`config.mk`:
```
export PLATFORM = sky130hd
export DESIGN_NAME = keypad_scanner
export DESIGN_NICKNAME = d
export VERILOG_FILES = /design/src/source/keypad_pkg.sv /design/src/source/keypad_scan_timer.sv /design/src/source/keypad_scan_fsm.sv /design/src/source/keypad_debounce.sv /design/src/source/keypad_event_encoder.sv /design/src/source/keypad_event_queue.sv /design/src/source/keypad_scanner.sv
export SDC_FILE = /design/constraint.sdc
export NUM_CORES = 1
export LEC_CHECK = 0
export BUFFER_PORTS_ARGS = -buffer_cell sky130_fd_sc_hd__buf_2
export CAP_MARGIN = 5
export CORE_ASPECT_RATIO = 1.25
export CORE_MARGIN = 4
export CORE_UTILIZATION = 55
export CTS_CLUSTER_SIZE = 24
export DETAILED_ROUTE_END_ITERATION = 8
export GPL_TIMING_DRIVEN = 0
export PLACE_DENSITY = 0.8
export SLEW_MARGIN = 20
export SYNTH_ARGS = -nofsm -noshare
export SYNTH_HDL_FRONTEND = slang
export SYNTH_SLANG_ARGS = --single-unit
```
`constraint.sdc`:
```
create_clock -name hready -period 4.5 [get_ports hready]
set_clock_uncertainty 0.1 [all_clocks]
set_input_delay 0.675 -clock hready [delete_from_list [all_inputs] [get_ports hready]]
set_output_delay 0.675 -clock hready [all_outputs]
set_load 0.02 [all_outputs]
```
`src/source/keypad_pkg.sv`:
```
package keypad_pkg;

    // matrix geometry
    localparam int ROWS = 4;
    localparam int COLS = 4;
    localparam int KEYS = ROWS * COLS;

    // event queue sizing
    localparam int FIFO_DEPTH = 8;
    localparam int FIFO_AW = 3;

    // events the host can hold before it must return a credit
    localparam int HOST_CREDITS = 4;

    typedef logic [1:0] row_idx_t;
    typedef logic [1:0] col_idx_t;

    // bit row*COLS+col belongs to key (row, col)
    typedef logic [KEYS-1:0] key_vec_t;

    // shared width of all timing and filter counts
    typedef logic [7:0] cfg_byte_t;

    typedef logic [15:0] stamp_t;

    typedef logic [2:0] credit_t;

    // one key edge as seen by the host, 21 bits
    typedef struct packed {
        stamp_t   stamp;
        logic     fall;
        row_idx_t row;
        col_idx_t col;
    } key_event_t;

endpackage

```
`src/source/keypad_scan_timer.sv`:
```
module keypad_scan_timer (
    input  logic                  hready,
    input  logic                  rst_i,
    input  logic                  scan_en_i,
    input  keypad_pkg::cfg_byte_t cfg_step_i,
    input  keypad_pkg::cfg_byte_t cfg_intv_i,
    input  logic                  scan_done_i,
    output logic                  tick_o,
    output logic                  slot_end_o,
    output keypad_pkg::cfg_byte_t phase_o,
    output keypad_pkg::stamp_t    stamp_o
);

    keypad_pkg::cfg_byte_t presc_q;

    // prescaler, one tick every cfg_step+1 cycles
    always_ff @(posedge hready) begin
        if (rst_i || !scan_en_i) begin
            presc_q <= '0;
            tick_o  <= 1'b0;
        end else if (presc_q == cfg_step_i) begin
            presc_q <= '0;
            tick_o  <= 1'b1;
        end else begin
            presc_q <= presc_q + 1'b1;
            tick_o  <= 1'b0;
        end
    end

    // the last tick of a row slot
    assign slot_end_o = tick_o && (phase_o == cfg_intv_i);

    // position of the current tick inside the row slot
    always_ff @(posedge hready) begin
        if (rst_i || !scan_en_i) begin
            phase_o <= '0;
        end else if (slot_end_o) begin
            phase_o <= '0;
        end else if (tick_o) begin
            phase_o <= phase_o + 1'b1;
        end
    end

    // counts full passes over the matrix
    always_ff @(posedge hready) begin
        if (rst_i || !scan_en_i) begin
            stamp_o <= '0;
        end else if (scan_done_i) begin
            stamp_o <= stamp_o + 1'b1;
        end
    end

endmodule

```
`src/source/keypad_scan_fsm.sv`:
```
module keypad_scan_fsm (
    input  logic                        hready,
    input  logic                        rst_i,
    input  logic                        scan_en_i,
    input  logic                        tick_i,
    input  logic                        slot_end_i,
    input  keypad_pkg::cfg_byte_t       phase_i,
    input  keypad_pkg::cfg_byte_t       cfg_predrv_i,
    input  keypad_pkg::cfg_byte_t       cfg_smpl_i,
    input  keypad_pkg::cfg_byte_t       cfg_pstdrv_i,
    output logic [keypad_pkg::ROWS-1:0] row_o,
    output keypad_pkg::row_idx_t        row_sel_o,
    output logic                        sample_o,
    output logic                        scan_done_o
);

    typedef enum logic {
        ST_IDLE,
        ST_SCAN
    } state_t;

    state_t state_q;
    logic   drive_q;
    logic   scanning;

    assign scanning = (state_q == ST_SCAN);

    always_ff @(posedge hready) begin
        if (rst_i || !scan_en_i) begin
            state_q   <= ST_IDLE;
            row_sel_o <= '0;
            drive_q   <= 1'b0;
        end else begin
            state_q <= ST_SCAN;
            if (scanning && slot_end_i) begin
                if (row_sel_o == keypad_pkg::row_idx_t'(keypad_pkg::ROWS - 1)) begin
                    row_sel_o <= '0;
                end else begin
                    row_sel_o <= row_sel_o + 1'b1;
                end
            end
            // pstdrv wins so a window ending on the slot end never leaks into the next row
            if (scanning && tick_i && phase_i == cfg_pstdrv_i) begin
                drive_q <= 1'b0;
            end else if (scanning && tick_i && phase_i == cfg_predrv_i) begin
                drive_q <= 1'b1;
            end
        end
    end

    always_comb begin
        for (int i = 0; i < keypad_pkg::ROWS; i++) begin
            row_o[i] = drive_q && (row_sel_o == keypad_pkg::row_idx_t'(i));
        end
    end

    assign sample_o    = scanning && tick_i && (phase_i == cfg_smpl_i);
    assign scan_done_o = scanning && slot_end_i &&
                         (row_sel_o == keypad_pkg::row_idx_t'(keypad_pkg::ROWS - 1));

    // the drive window must close before the next row's slot begins
    row_released: assert property (@(posedge hready) disable iff (rst_i)
        slot_end_i |=> row_o == '0);

    // the sample point must fall inside the drive window of its row
    sample_in_window: assert property (@(posedge hready) disable iff (rst_i)
        sample_o |-> row_o != '0);

endmodule

```
`src/source/keypad_debounce.sv`:
```
module keypad_debounce (
    input  logic                        hready,
    input  logic                        rst_i,
    input  logic                        scan_en_i,
    input  logic                        sample_i,
    input  keypad_pkg::row_idx_t        row_sel_i,
    input  logic [keypad_pkg::COLS-1:0] col_i,
    input  keypad_pkg::cfg_byte_t       cfg_filter_i,
    output keypad_pkg::key_vec_t        stable_o,
    output logic                        commit_o,
    output keypad_pkg::row_idx_t        commit_row_o,
    output logic [keypad_pkg::COLS-1:0] rise_o,
    output logic [keypad_pkg::COLS-1:0] fall_o
);

    keypad_pkg::key_vec_t        smp_q;
    keypad_pkg::key_vec_t        prv_q;
    keypad_pkg::cfg_byte_t       cnt_q [keypad_pkg::KEYS];
    keypad_pkg::cfg_byte_t       cnt_nx [keypad_pkg::COLS];
    logic [keypad_pkg::COLS-1:0] settled;
    logic                        eval_q;
    keypad_pkg::row_idx_t        eval_row_q;
    int                          smp_base;
    int                          eval_base;

    assign smp_base  = int'(row_sel_i) * keypad_pkg::COLS;
    assign eval_base = int'(eval_row_q) * keypad_pkg::COLS;

    // filter step for the row under evaluation
    always_comb begin
        for (int c = 0; c < keypad_pkg::COLS; c++) begin
            if (smp_q[eval_base + c] != prv_q[eval_base + c]) begin
                cnt_nx[c] = '0;
            end else if (cnt_q[eval_base + c] != cfg_filter_i) begin
                cnt_nx[c] = cnt_q[eval_base + c] + 1'b1;
            end else begin
                cnt_nx[c] = cnt_q[eval_base + c];
            end
            settled[c] = (cnt_nx[c] == cfg_filter_i);
        end
    end

    always_ff @(posedge hready) begin
        if (rst_i || !scan_en_i) begin
            smp_q        <= '0;
            prv_q        <= '0;
            stable_o     <= '0;
            eval_q       <= 1'b0;
            eval_row_q   <= '0;
            commit_o     <= 1'b0;
            commit_row_o <= '0;
            rise_o       <= '0;
            fall_o       <= '0;
            for (int k = 0; k < keypad_pkg::KEYS; k++) begin
                cnt_q[k] <= '0;
            end
        end else begin
            eval_q   <= sample_i;
            commit_o <= eval_q;
            rise_o   <= '0;
            fall_o   <= '0;
            // capture the columns of the driven row
            if (sample_i) begin
                eval_row_q <= row_sel_i;
                for (int c = 0; c < keypad_pkg::COLS; c++) begin
                    smp_q[smp_base + c] <= col_i[c];
                    prv_q[smp_base + c] <= smp_q[smp_base + c];
                end
            end
            if (eval_q) begin
                commit_row_o <= eval_row_q;
                for (int c = 0; c < keypad_pkg::COLS; c++) begin
                    cnt_q[eval_base + c] <= cnt_nx[c];
                    if (settled[c]) begin
                        stable_o[eval_base + c] <= smp_q[eval_base + c];
                        rise_o[c] <= smp_q[eval_base + c] && !stable_o[eval_base + c];
                        fall_o[c] <= !smp_q[eval_base + c] && stable_o[eval_base + c];
                    end
                end
            end
        end
    end

endmodule

```
`src/source/keypad_event_encoder.sv`:
```
module keypad_event_encoder (
    input  logic                        hready,
    input  logic                        rst_i,
    input  logic                        scan_en_i,
    input  logic                        commit_i,
    input  keypad_pkg::row_idx_t        commit_row_i,
    input  logic [keypad_pkg::COLS-1:0] rise_i,
    input  logic [keypad_pkg::COLS-1:0] fall_i,
    input  keypad_pkg::key_vec_t        rise_en_i,
    input  keypad_pkg::key_vec_t        fall_en_i,
    input  keypad_pkg::stamp_t          stamp_i,
    output logic                        push_o,
    output keypad_pkg::key_event_t      push_data_o
);

    logic [keypad_pkg::COLS-1:0] rise_pend_q;
    logic [keypad_pkg::COLS-1:0] fall_pend_q;
    logic [keypad_pkg::COLS-1:0] pend;
    keypad_pkg::row_idx_t        row_q;
    keypad_pkg::col_idx_t        col_sel;
    int                          base;

    assign base = int'(commit_row_i) * keypad_pkg::COLS;
    assign pend = rise_pend_q | fall_pend_q;

    // lowest pending column goes first
    always_comb begin
        col_sel = '0;
        for (int c = keypad_pkg::COLS - 1; c >= 0; c--) begin
            if (pend[c]) begin
                col_sel = keypad_pkg::col_idx_t'(c);
            end
        end
    end

    assign push_o = |pend;

    always_comb begin
        push_data_o.stamp = stamp_i;
        push_data_o.fall  = !rise_pend_q[col_sel];
        push_data_o.row   = row_q;
        push_data_o.col   = col_sel;
    end

    always_ff @(posedge hready) begin
        if (rst_i || !scan_en_i) begin
            rise_pend_q <= '0;
            fall_pend_q <= '0;
        end else if (commit_i) begin
            rise_pend_q <= rise_i & rise_en_i[base +: keypad_pkg::COLS];
            fall_pend_q <= fall_i & fall_en_i[base +: keypad_pkg::COLS];
        end else if (push_o) begin
            if (rise_pend_q[col_sel]) begin
                rise_pend_q[col_sel] <= 1'b0;
            end else begin
                fall_pend_q[col_sel] <= 1'b0;
            end
        end
    end

    always_ff @(posedge hready) begin
        if (commit_i) begin
            row_q <= commit_row_i;
        end
    end

endmodule

```
`src/source/keypad_event_queue.sv`:
```
module keypad_event_queue (
    input  logic                   hready,
    input  logic                   rst_i,
    input  logic                   push_i,
    input  keypad_pkg::key_event_t push_data_i,
    input  logic                   credit_i,
    output logic                   evt_valid_o,
    output keypad_pkg::key_event_t evt_data_o
);

    keypad_pkg::key_event_t         mem [keypad_pkg::FIFO_DEPTH];
    logic [keypad_pkg::FIFO_AW-1:0] wr_ptr;
    logic [keypad_pkg::FIFO_AW-1:0] rd_ptr;
    logic [keypad_pkg::FIFO_AW:0]   count;
    keypad_pkg::credit_t            credits;
    logic                           full;
    logic                           empty;
    logic                           wr;
    logic                           rd;

    assign full  = (count == keypad_pkg::FIFO_DEPTH);
    assign empty = (count == '0);
    // events arriving on a full queue are lost
    assign wr    = push_i && !full;
    assign rd    = !empty && (credits != '0);

    always_ff @(posedge hready) begin
        if (wr) begin
            mem[wr_ptr] <= push_data_i;
        end
    end

    always_ff @(posedge hready) begin
        if (rd) begin
            evt_data_o <= mem[rd_ptr];
        end
    end

    always_ff @(posedge hready) begin
        if (rst_i) begin
            wr_ptr      <= '0;
            rd_ptr      <= '0;
            count       <= '0;
            credits     <= keypad_pkg::credit_t'(keypad_pkg::HOST_CREDITS);
            evt_valid_o <= 1'b0;
        end else begin
            evt_valid_o <= rd;
            if (wr) begin
                wr_ptr <= wr_ptr + 1'b1;
            end
            if (rd) begin
                rd_ptr <= rd_ptr + 1'b1;
            end
            case ({wr, rd})
                2'b10:   count <= count + 1'b1;
                2'b01:   count <= count - 1'b1;
                default: count <= count;
            endcase
            // one credit spent per delivery, one returned per host pulse
            credits <= credits + keypad_pkg::credit_t'(credit_i)
                               - keypad_pkg::credit_t'(rd);
        end
    end

    credit_bound: assert property (@(posedge hready) disable iff (rst_i)
        credit_i |=> credits <= keypad_pkg::credit_t'(keypad_pkg::HOST_CREDITS));

endmodule

```
`src/source/keypad_scanner.sv`:
```
module keypad_scanner (
    input  logic                        hready,
    input  logic                        rst_i,
    input  logic                        scan_en_i,
    input  keypad_pkg::cfg_byte_t       cfg_step_i,
    input  keypad_pkg::cfg_byte_t       cfg_predrv_i,
    input  keypad_pkg::cfg_byte_t       cfg_smpl_i,
    input  keypad_pkg::cfg_byte_t       cfg_pstdrv_i,
    input  keypad_pkg::cfg_byte_t       cfg_intv_i,
    input  keypad_pkg::cfg_byte_t       cfg_filter_i,
    input  keypad_pkg::key_vec_t        rise_en_i,
    input  keypad_pkg::key_vec_t        fall_en_i,
    input  logic [keypad_pkg::COLS-1:0] col_i,
    output logic [keypad_pkg::ROWS-1:0] row_o,
    output logic                        evt_valid_o,
    output keypad_pkg::key_event_t      evt_data_o,
    input  logic                        credit_i
);

    logic                        tick;
    logic                        slot_end;
    logic                        scan_done;
    logic                        sample;
    logic                        commit;
    logic                        push;
    keypad_pkg::cfg_byte_t       phase;
    keypad_pkg::stamp_t          stamp;
    keypad_pkg::row_idx_t        row_sel;
    keypad_pkg::row_idx_t        commit_row;
    logic [keypad_pkg::COLS-1:0] rise;
    logic [keypad_pkg::COLS-1:0] fall;
    keypad_pkg::key_event_t      push_data;

    keypad_scan_timer u_timer (
        .hready, .rst_i, .scan_en_i, .cfg_step_i, .cfg_intv_i,
        .scan_done_i (scan_done),
        .tick_o      (tick),
        .slot_end_o  (slot_end),
        .phase_o     (phase),
        .stamp_o     (stamp)
    );

    keypad_scan_fsm u_fsm (
        .hready, .rst_i, .scan_en_i, .cfg_predrv_i, .cfg_smpl_i, .cfg_pstdrv_i,
        .tick_i      (tick),
        .slot_end_i  (slot_end),
        .phase_i     (phase),
        .row_o,
        .row_sel_o   (row_sel),
        .sample_o    (sample),
        .scan_done_o (scan_done)
    );

    // the debounced key map stays internal
    keypad_debounce u_debounce (
        .hready, .rst_i, .scan_en_i, .col_i, .cfg_filter_i,
        .sample_i     (sample),
        .row_sel_i    (row_sel),
        .stable_o     (),
        .commit_o     (commit),
        .commit_row_o (commit_row),
        .rise_o       (rise),
        .fall_o       (fall)
    );

    keypad_event_encoder u_encoder (
        .hready, .rst_i, .scan_en_i, .rise_en_i, .fall_en_i,
        .commit_i     (commit),
        .commit_row_i (commit_row),
        .rise_i       (rise),
        .fall_i       (fall),
        .stamp_i      (stamp),
        .push_o       (push),
        .push_data_o  (push_data)
    );

    keypad_event_queue u_queue (
        .hready, .rst_i, .credit_i, .evt_valid_o, .evt_data_o,
        .push_i      (push),
        .push_data_i (push_data)
    );

endmodule

```
======== Yosys cells after proc, flatten, opt, wreduce, memory -nomap -nowiden ========
Memory sizes are Yosys's and may differ from the RTL's. A register that Yosys moved wholly into a read port is not among the register bits.
Index checks and enable logic that the tools add are counted.
Widths: inputs -> output; s select.
word-level totals
  register bits after elaboration ......... 123
  bits in read-only memories .............. 0
  bits in writable memories ............... 296
  logic and storage cells ................. 299
  output and inout port bits .............. 26
  memories ................................ 2
  latch bits .............................. 0
  bits of input ports ..................... 88
memories
  name              words  width  rd ports  clocked after Yosys merged registers in  wr ports  RTL line                  source
  u_queue.mem       8      21     1         1                                        1         keypad_event_queue.sv:11  keypad_pkg::key_event_t mem [keypad_pkg::FIFO_DEPTH];
  u_debounce.cnt_q  16     8      4         1                                        16        keypad_debounce.sv:18     keypad_pkg::cfg_byte_t cnt_q [keypad_pkg::KEYS];
cells by class
  bitwise operators ....................... 11
  $lt $le $gt $ge ......................... 18
  $add $sub $neg .......................... 20
  $mul .................................... 0
  muxes and demuxes ....................... 129
  shift-type cells ........................ 2
  divide/modulo/power cells ............... 0
  equal/unequal tests ..................... 24
  reductions and logical operators ........ 63
operators by type and width
  cell                   number
  $bwmux 16              12
  $ge 32x1->1 const B    6
  $lt 32x6->1 const B    6
  $mux 16                10
  $mux 8                 12
  $eq 8x8->1             9
  $mux 1                 51
  $add 8x1->8 const B    6
  $bmux 1 s4             12
  $mux 4                 12
  $ne 8x8->1             4
  $reduce_or 8->1        4
  $shiftx 16x5->4        2
  $logic_and 1x1->1      30
  $demux 1 s4            6
  $add 4x2->5 const B    4
  $add 16x1->16 const B  1
  $and 4x4->4            4
  $logic_not 1->1        12
  $reduce_or 3->1        4
  $add 4x1->5 const B    2
  $bmux 1 s2             5
  $lt 4x5->1 const B     2
  $mux 2                 5
  27 further kinds       46

======== Depth between registers and ports, before layout ========
  depth after elaboration ................. 18
  depth in mapped cells ................... 14
  mapped depth without buffers ............ 12

======== Cells and area by module ========
Synthesis repeated with hierarchy kept, for this count alone.
unflattened totals
  cell total of the unflattened synthesis .. 1648
  area total of the unflattened synthesis .. 20997.6 µm²
modules (own cells, without submodules)
  module                area each (µm²)  times used  seq. area each (µm²)  cells each
  keypad_debounce       10402.5          1           5124.9                980
  keypad_event_queue    7726.2           1           5955.7                349
  keypad_scan_timer     1614.0           1           660.6                 182
  keypad_event_encoder  763.2            1           220.2                 77
  keypad_scan_fsm       491.7            1           80.1                  60

======== Worst setup path after synthesis ========
OpenSTA, ideal clock, no wires.
  path type ............................... register to register
  start point ............................. register u_debounce.eval_row_q[0]
  end point ............................... register u_debounce.fall_o[2] (netlist name)
  clock period less this slack ............ 3.534 ns
  buffers on the path ..................... 2
  slack ................................... 0.966 ns
  setup time .............................. 0.080 ns
  arrival ................................. 3.354 ns
  cell stages (with the launch flop) ...... 12
  data required time ...................... 4.320 ns
  cells stage by stage .................... dfxtp_1 buf_6 buf_12 mux4_2 xnor2_2 o2111ai_2 o211ai_1 nand2_1 xnor2_1 or4_4 or4_1 nor3b_1
on the way
  longest elaborated chain between the ends .. 9
  elaborated cells on any way between the ends .. 21
  classes of those cells .................. 2 x add/sub; 3 x eq/ne; 11 x mux; 1 x bitwise; 3 x reduce/logical; 1 x memory
ends and longest elaborated chain
  element                                               RTL line                                      source
  start: declaration                                    keypad_debounce.sv:22                         keypad_pkg::row_idx_t eval_row_q;
  start signal: assignment                              keypad_debounce.sv:64                         eval_row_q <= row_sel_i;
  $add 4x2->5 *                                         keypad_debounce.sv:32, keypad_debounce.sv:77
  branches (longest 8 deep; another with $mem_v2 16x8)  --
  end signal: indexed assignment                        keypad_debounce.sv:77                         fall_o[c] <= !smp_q[eval_base + c] && stable_o[eval_base + c];
  end: declaration                                      keypad_debounce.sv:13                         output logic [keypad_pkg::COLS-1:0] fall_o
Mark *: on every way between the ends. The select of a mux whose other input is x is not followed.
A chain may end at the register's enable or synchronous reset.

======== Worst setup path in the final report ========
  start point ............................. register u_debounce.eval_row_q[0]
  end point ............................... register u_debounce.rise_o[1] (netlist name)
on the way
  longest elaborated chain between the ends .. 9
  elaborated cells on any way between the ends .. 21
  classes of those cells .................. 2 x add/sub; 3 x eq/ne; 11 x mux; 1 x bitwise; 3 x reduce/logical; 1 x memory
ends and longest elaborated chain
  element                                               RTL line                                      source
  $add 4x1->5 *                                         keypad_debounce.sv:32, keypad_debounce.sv:76
  branches (longest 8 deep; another with $mem_v2 16x8)  --
  end signal: indexed assignment                        keypad_debounce.sv:76                         rise_o[c] <= smp_q[eval_base + c] && !stable_o[eval_base + c];
  end: declaration                                      keypad_debounce.sv:12                         output logic [keypad_pkg::COLS-1:0] rise_o,
Marks and branches as above.

==> results.ini <==
[worst_setup_path]
cp_cell_sequence = buf_6, mux4_1, xnor2_1, nand4_1, nor3_4, nor3_1, nor4b_1, o2111a_1, buf_2, nand3_1, nor3b_1
critPathMaxStageDelay_ns = 0.72
critPathLaunch = u_debounce.eval_row_q[0]
slowest_stage = mux4_1
endpoint_kind = flop
reg2reg_to = u_debounce.rise_o[1]
path_class = reg2reg
r2r_slack_ns = 0.22
worstPathRequired_ns = 4.86
rr_worst_depth = 11
crit_arrival_ns = 4.65
r2r-start = u_debounce.eval_row_q[0]
cp_max_fo = 10
startpoint_type = flop

[floorplanning]
die_h_um = 226
std_cell_rows = 79
fp.dieArea_mm2 = 0.0411
fp.dieW_um = 182
io_pins = 114
core_mm2 = 0.0374
initial_core_util_pct = 55.8

[finish]
drive_gt1_share_pct = 20.2
syn2layout_area_growth_pct = 13.6
multi_input_area_mm2 = 0.00831
fin_nets = 1887
seqCellArea_mm2 = 0.0120
fin_area_mm2 = 0.0237
num-fill-cells = 2804
fin_cells = 2301

[timing]
fmax_mhz = 234
grt_setup_unrepaired = yes
whs_ns = 0.274
setup_tns_ns = 0
fin_crit_ns = 4.28
maxSlewHeadroom_pct = 32.4
slew_violations = 0
fin_crit_sh_pct = 95.1
finalHoldViolations = 0
finalSetupViolCount = 0
worst_pin_slew_ns = 1.01

[pwr]
total_power_w = 0.00965
p_leak_nw = 8.44
powerDensity_mw_per_mm2 = 407
irDropWorstVdd_mv = 0.308

[detailed_routing]
first_pass_iters = 5
drt_wl_total_um = 51300
vias = 14188
via_per_inst = 6.17
drt_iter0_markers = 1403
ant_nets = 0
drc = 0
wl_per_cell_um = 22.3

[clock_tree]
cts_root_buffer = clkbuf_16
cts.hold.buffers_added = 0
clkLatencyLatePin_ns = 0.56
cts_buffer_depth = 3
clk_pin_slew_ns = 0.06
htree_num_levels = 2
cts_sinks = 442
cts_tree = yes
cts_inserted_buffers = 44

[place]
gp_congestion = 0.912
port_buffers = 109
dp_hpwl_um = 35900
placed_cells = 2219
place_area_mm2 = 0.0223

[grt]
grt_max_degree = 25
grt_use_total_pct = 25.0
grt-ovfl-total = 0
grt_pass1_wl_um = 80500
antenna_found_initial = 3
grt_pass1_vias = 14517

[logic_synthesis]
synthFlopType = edfxtp_1
yosysUniqueCellTypes = 87
synth_cells = 1607
synth_area_mm2 = 0.0208
synthArstFlopShare_pct = 0
ys_seq_elements = 442
yosysWarnings = 0
avgSynthCellArea_um2 = 13.0
synth_enable_flop_cells = 319
ys_seq_area_share_pct = 57.8
syn_nets = 1715

[hold_path]
hold_path_startpoint = rst_i
whs_endpoint = u_queue.count[3]
hold_depth = 2
hold_class = in2reg

[flow_run]
cap_violations = 0

[status]
status = complete, no violations

[state kept, by name (all words and copies together), names as in the netlist, 3 cells and up, named ones only]
signal and count:
u_debounce.rise_o 4, u_queue.rd_ptr 3, u_debounce.smp_q 16, u_encoder.rise_pend_q 4
u_queue.count 4, u_queue.wr_ptr 3, u_queue.mem 168, u_debounce.cnt_q 128
u_debounce.fall_o 4, u_encoder.fall_pend_q 4, u_timer.stamp_o 16, u_debounce.prv_q 16
u_timer.presc_q 8, u_debounce.stable_o 16, u_queue.credits 3, u_queue.evt_data_o 21
u_timer.phase_o 8
[cell families (layout without fill, tap and decap cells)]
kind of cell	Yosys count	in the layout	synth area share [%]
compound gates	153	153	5.04
xor+xnor	135	135	5.88
fa+ha+maj	20	20	1.27
buf+inv	127	334	2.77
flops	442	442	57.8
mux	175	175	14.5
other cells	0	1	0
simple gates	555	555	12.8
[how the worst max path moves through the flow]
stage	endpoint	cells past startpoint
2_1_floorplan	u_debounce.fall_o[2]	11
3_3_place_gp	u_queue.mem[1][8]	6
3_5_place_dp	u_debounce.fall_o[1]	11
4_1_cts	u_debounce.rise_o[1]	12
5_1_grt	u_debounce.rise_o[1]	11
6_report	u_debounce.rise_o[1]	11
[area by class of cell]
class,instances,area share (%)
clock buffers,65,5.15
clock inverters,16,0.671
flip-flops and latches,442,50.8
well taps,486,2.57
multi-input cells,1038,35.1
repair buffers,126,3.23
inverters,33,0.523
diodes,1,0.0106
plain buffers,94,1.92
[layer usage]
layer	up-vias	track usage (%)	part of all wire, %
met2	628	44.7	52
met1	7066	29.7	36
met3	132	4.38	7.1
li1	6360	-	-
met5	-	0	0.031
met4	2	11.0	4.5
[power by group]
group	internal [W]	leakage, nW	switching [W]
Combinational	0.000650	3.59	0.000849
Clock	0.00201	0.656	0.00152
Sequential	0.00457	4.20	0.0000637
[synth_stat cells (all sizes together) (6+ instances only)]
cell | n | area share [%]
edfxtp | 319 | 46
nor4b | 9 | 0.38
buf | 30 | 1.0
mux2i | 56 | 2.7
nand3 | 33 | 0.79
nor2b | 6 | 0.18
dfxtp | 123 | 12
a22oi | 6 | 0.22
ha | 18 | 1.1
o2111ai | 6 | 0.31
nor3 | 40 | 1.0
clkbuf | 64 | 1.2
xnor2 | 78 | 3.4
o21ai | 35 | 0.84
and2 | 11 | 0.35
xor2 | 56 | 2.4
nor3b | 12 | 0.48
a21o | 6 | 0.22
mux2 | 21 | 1.1
nand2 | 99 | 1.8
mux4 | 98 | 11
a21oi | 37 | 0.89
nand4 | 26 | 0.78
a211oi | 7 | 0.25
and3 | 12 | 0.36
nor4 | 19 | 0.57
inv | 31 | 0.56
nor2 | 236 | 4.3
nand2b | 11 | 0.33
or3 | 15 | 0.45
[metrics by stage]
step | worst slack, ns | util (%)
after CTS | 0.129 | 63.3
after global routing | -0.0211 | 63.4
after global placement | -0.480 | 58.9
after detailed placement | 0.135 | 59.6
final | 0.219 | 63.4
after floorplan | 0.966 | -
[timing repair]
item / CTS / global route
setup endpoints to repair: 0 / 11
gates resized for setup: 0 / 5
buffers inserted: 0 / 0
[critical path: cells and delay by family, from the launching register on]
family          cells  cell delay, ns
buf+inv             2            0.49
simple gates        6            1.78
compound gates      1            0.33
mux                 1            0.72
xor+xnor            1            0.37
flops               1            0.40
[placed cells by master, fill, tap and decap left out, drive strengths merged, types with 6 or more instances in the layout]
cell type,count
a21oi,37
a211oi,7
edfxtp,319
mux2i,56
nand2b,11
o21ai,35
nor3,40
nand3,33
nand4,26
xor2,56
a21o,6
nor2b,6
or3,15
dfxtp,123
clkinv,10
nor2,236
inv,33
mux2,21
nand2,99
nor4b,9
nor3b,12
xnor2,78
nor4,19
buf,156
mux4,98
clkbuf,129
o2111ai,6
and2,11
and3,12
a22oi,6
ha,18
Power figures use the tool's default switching activity.
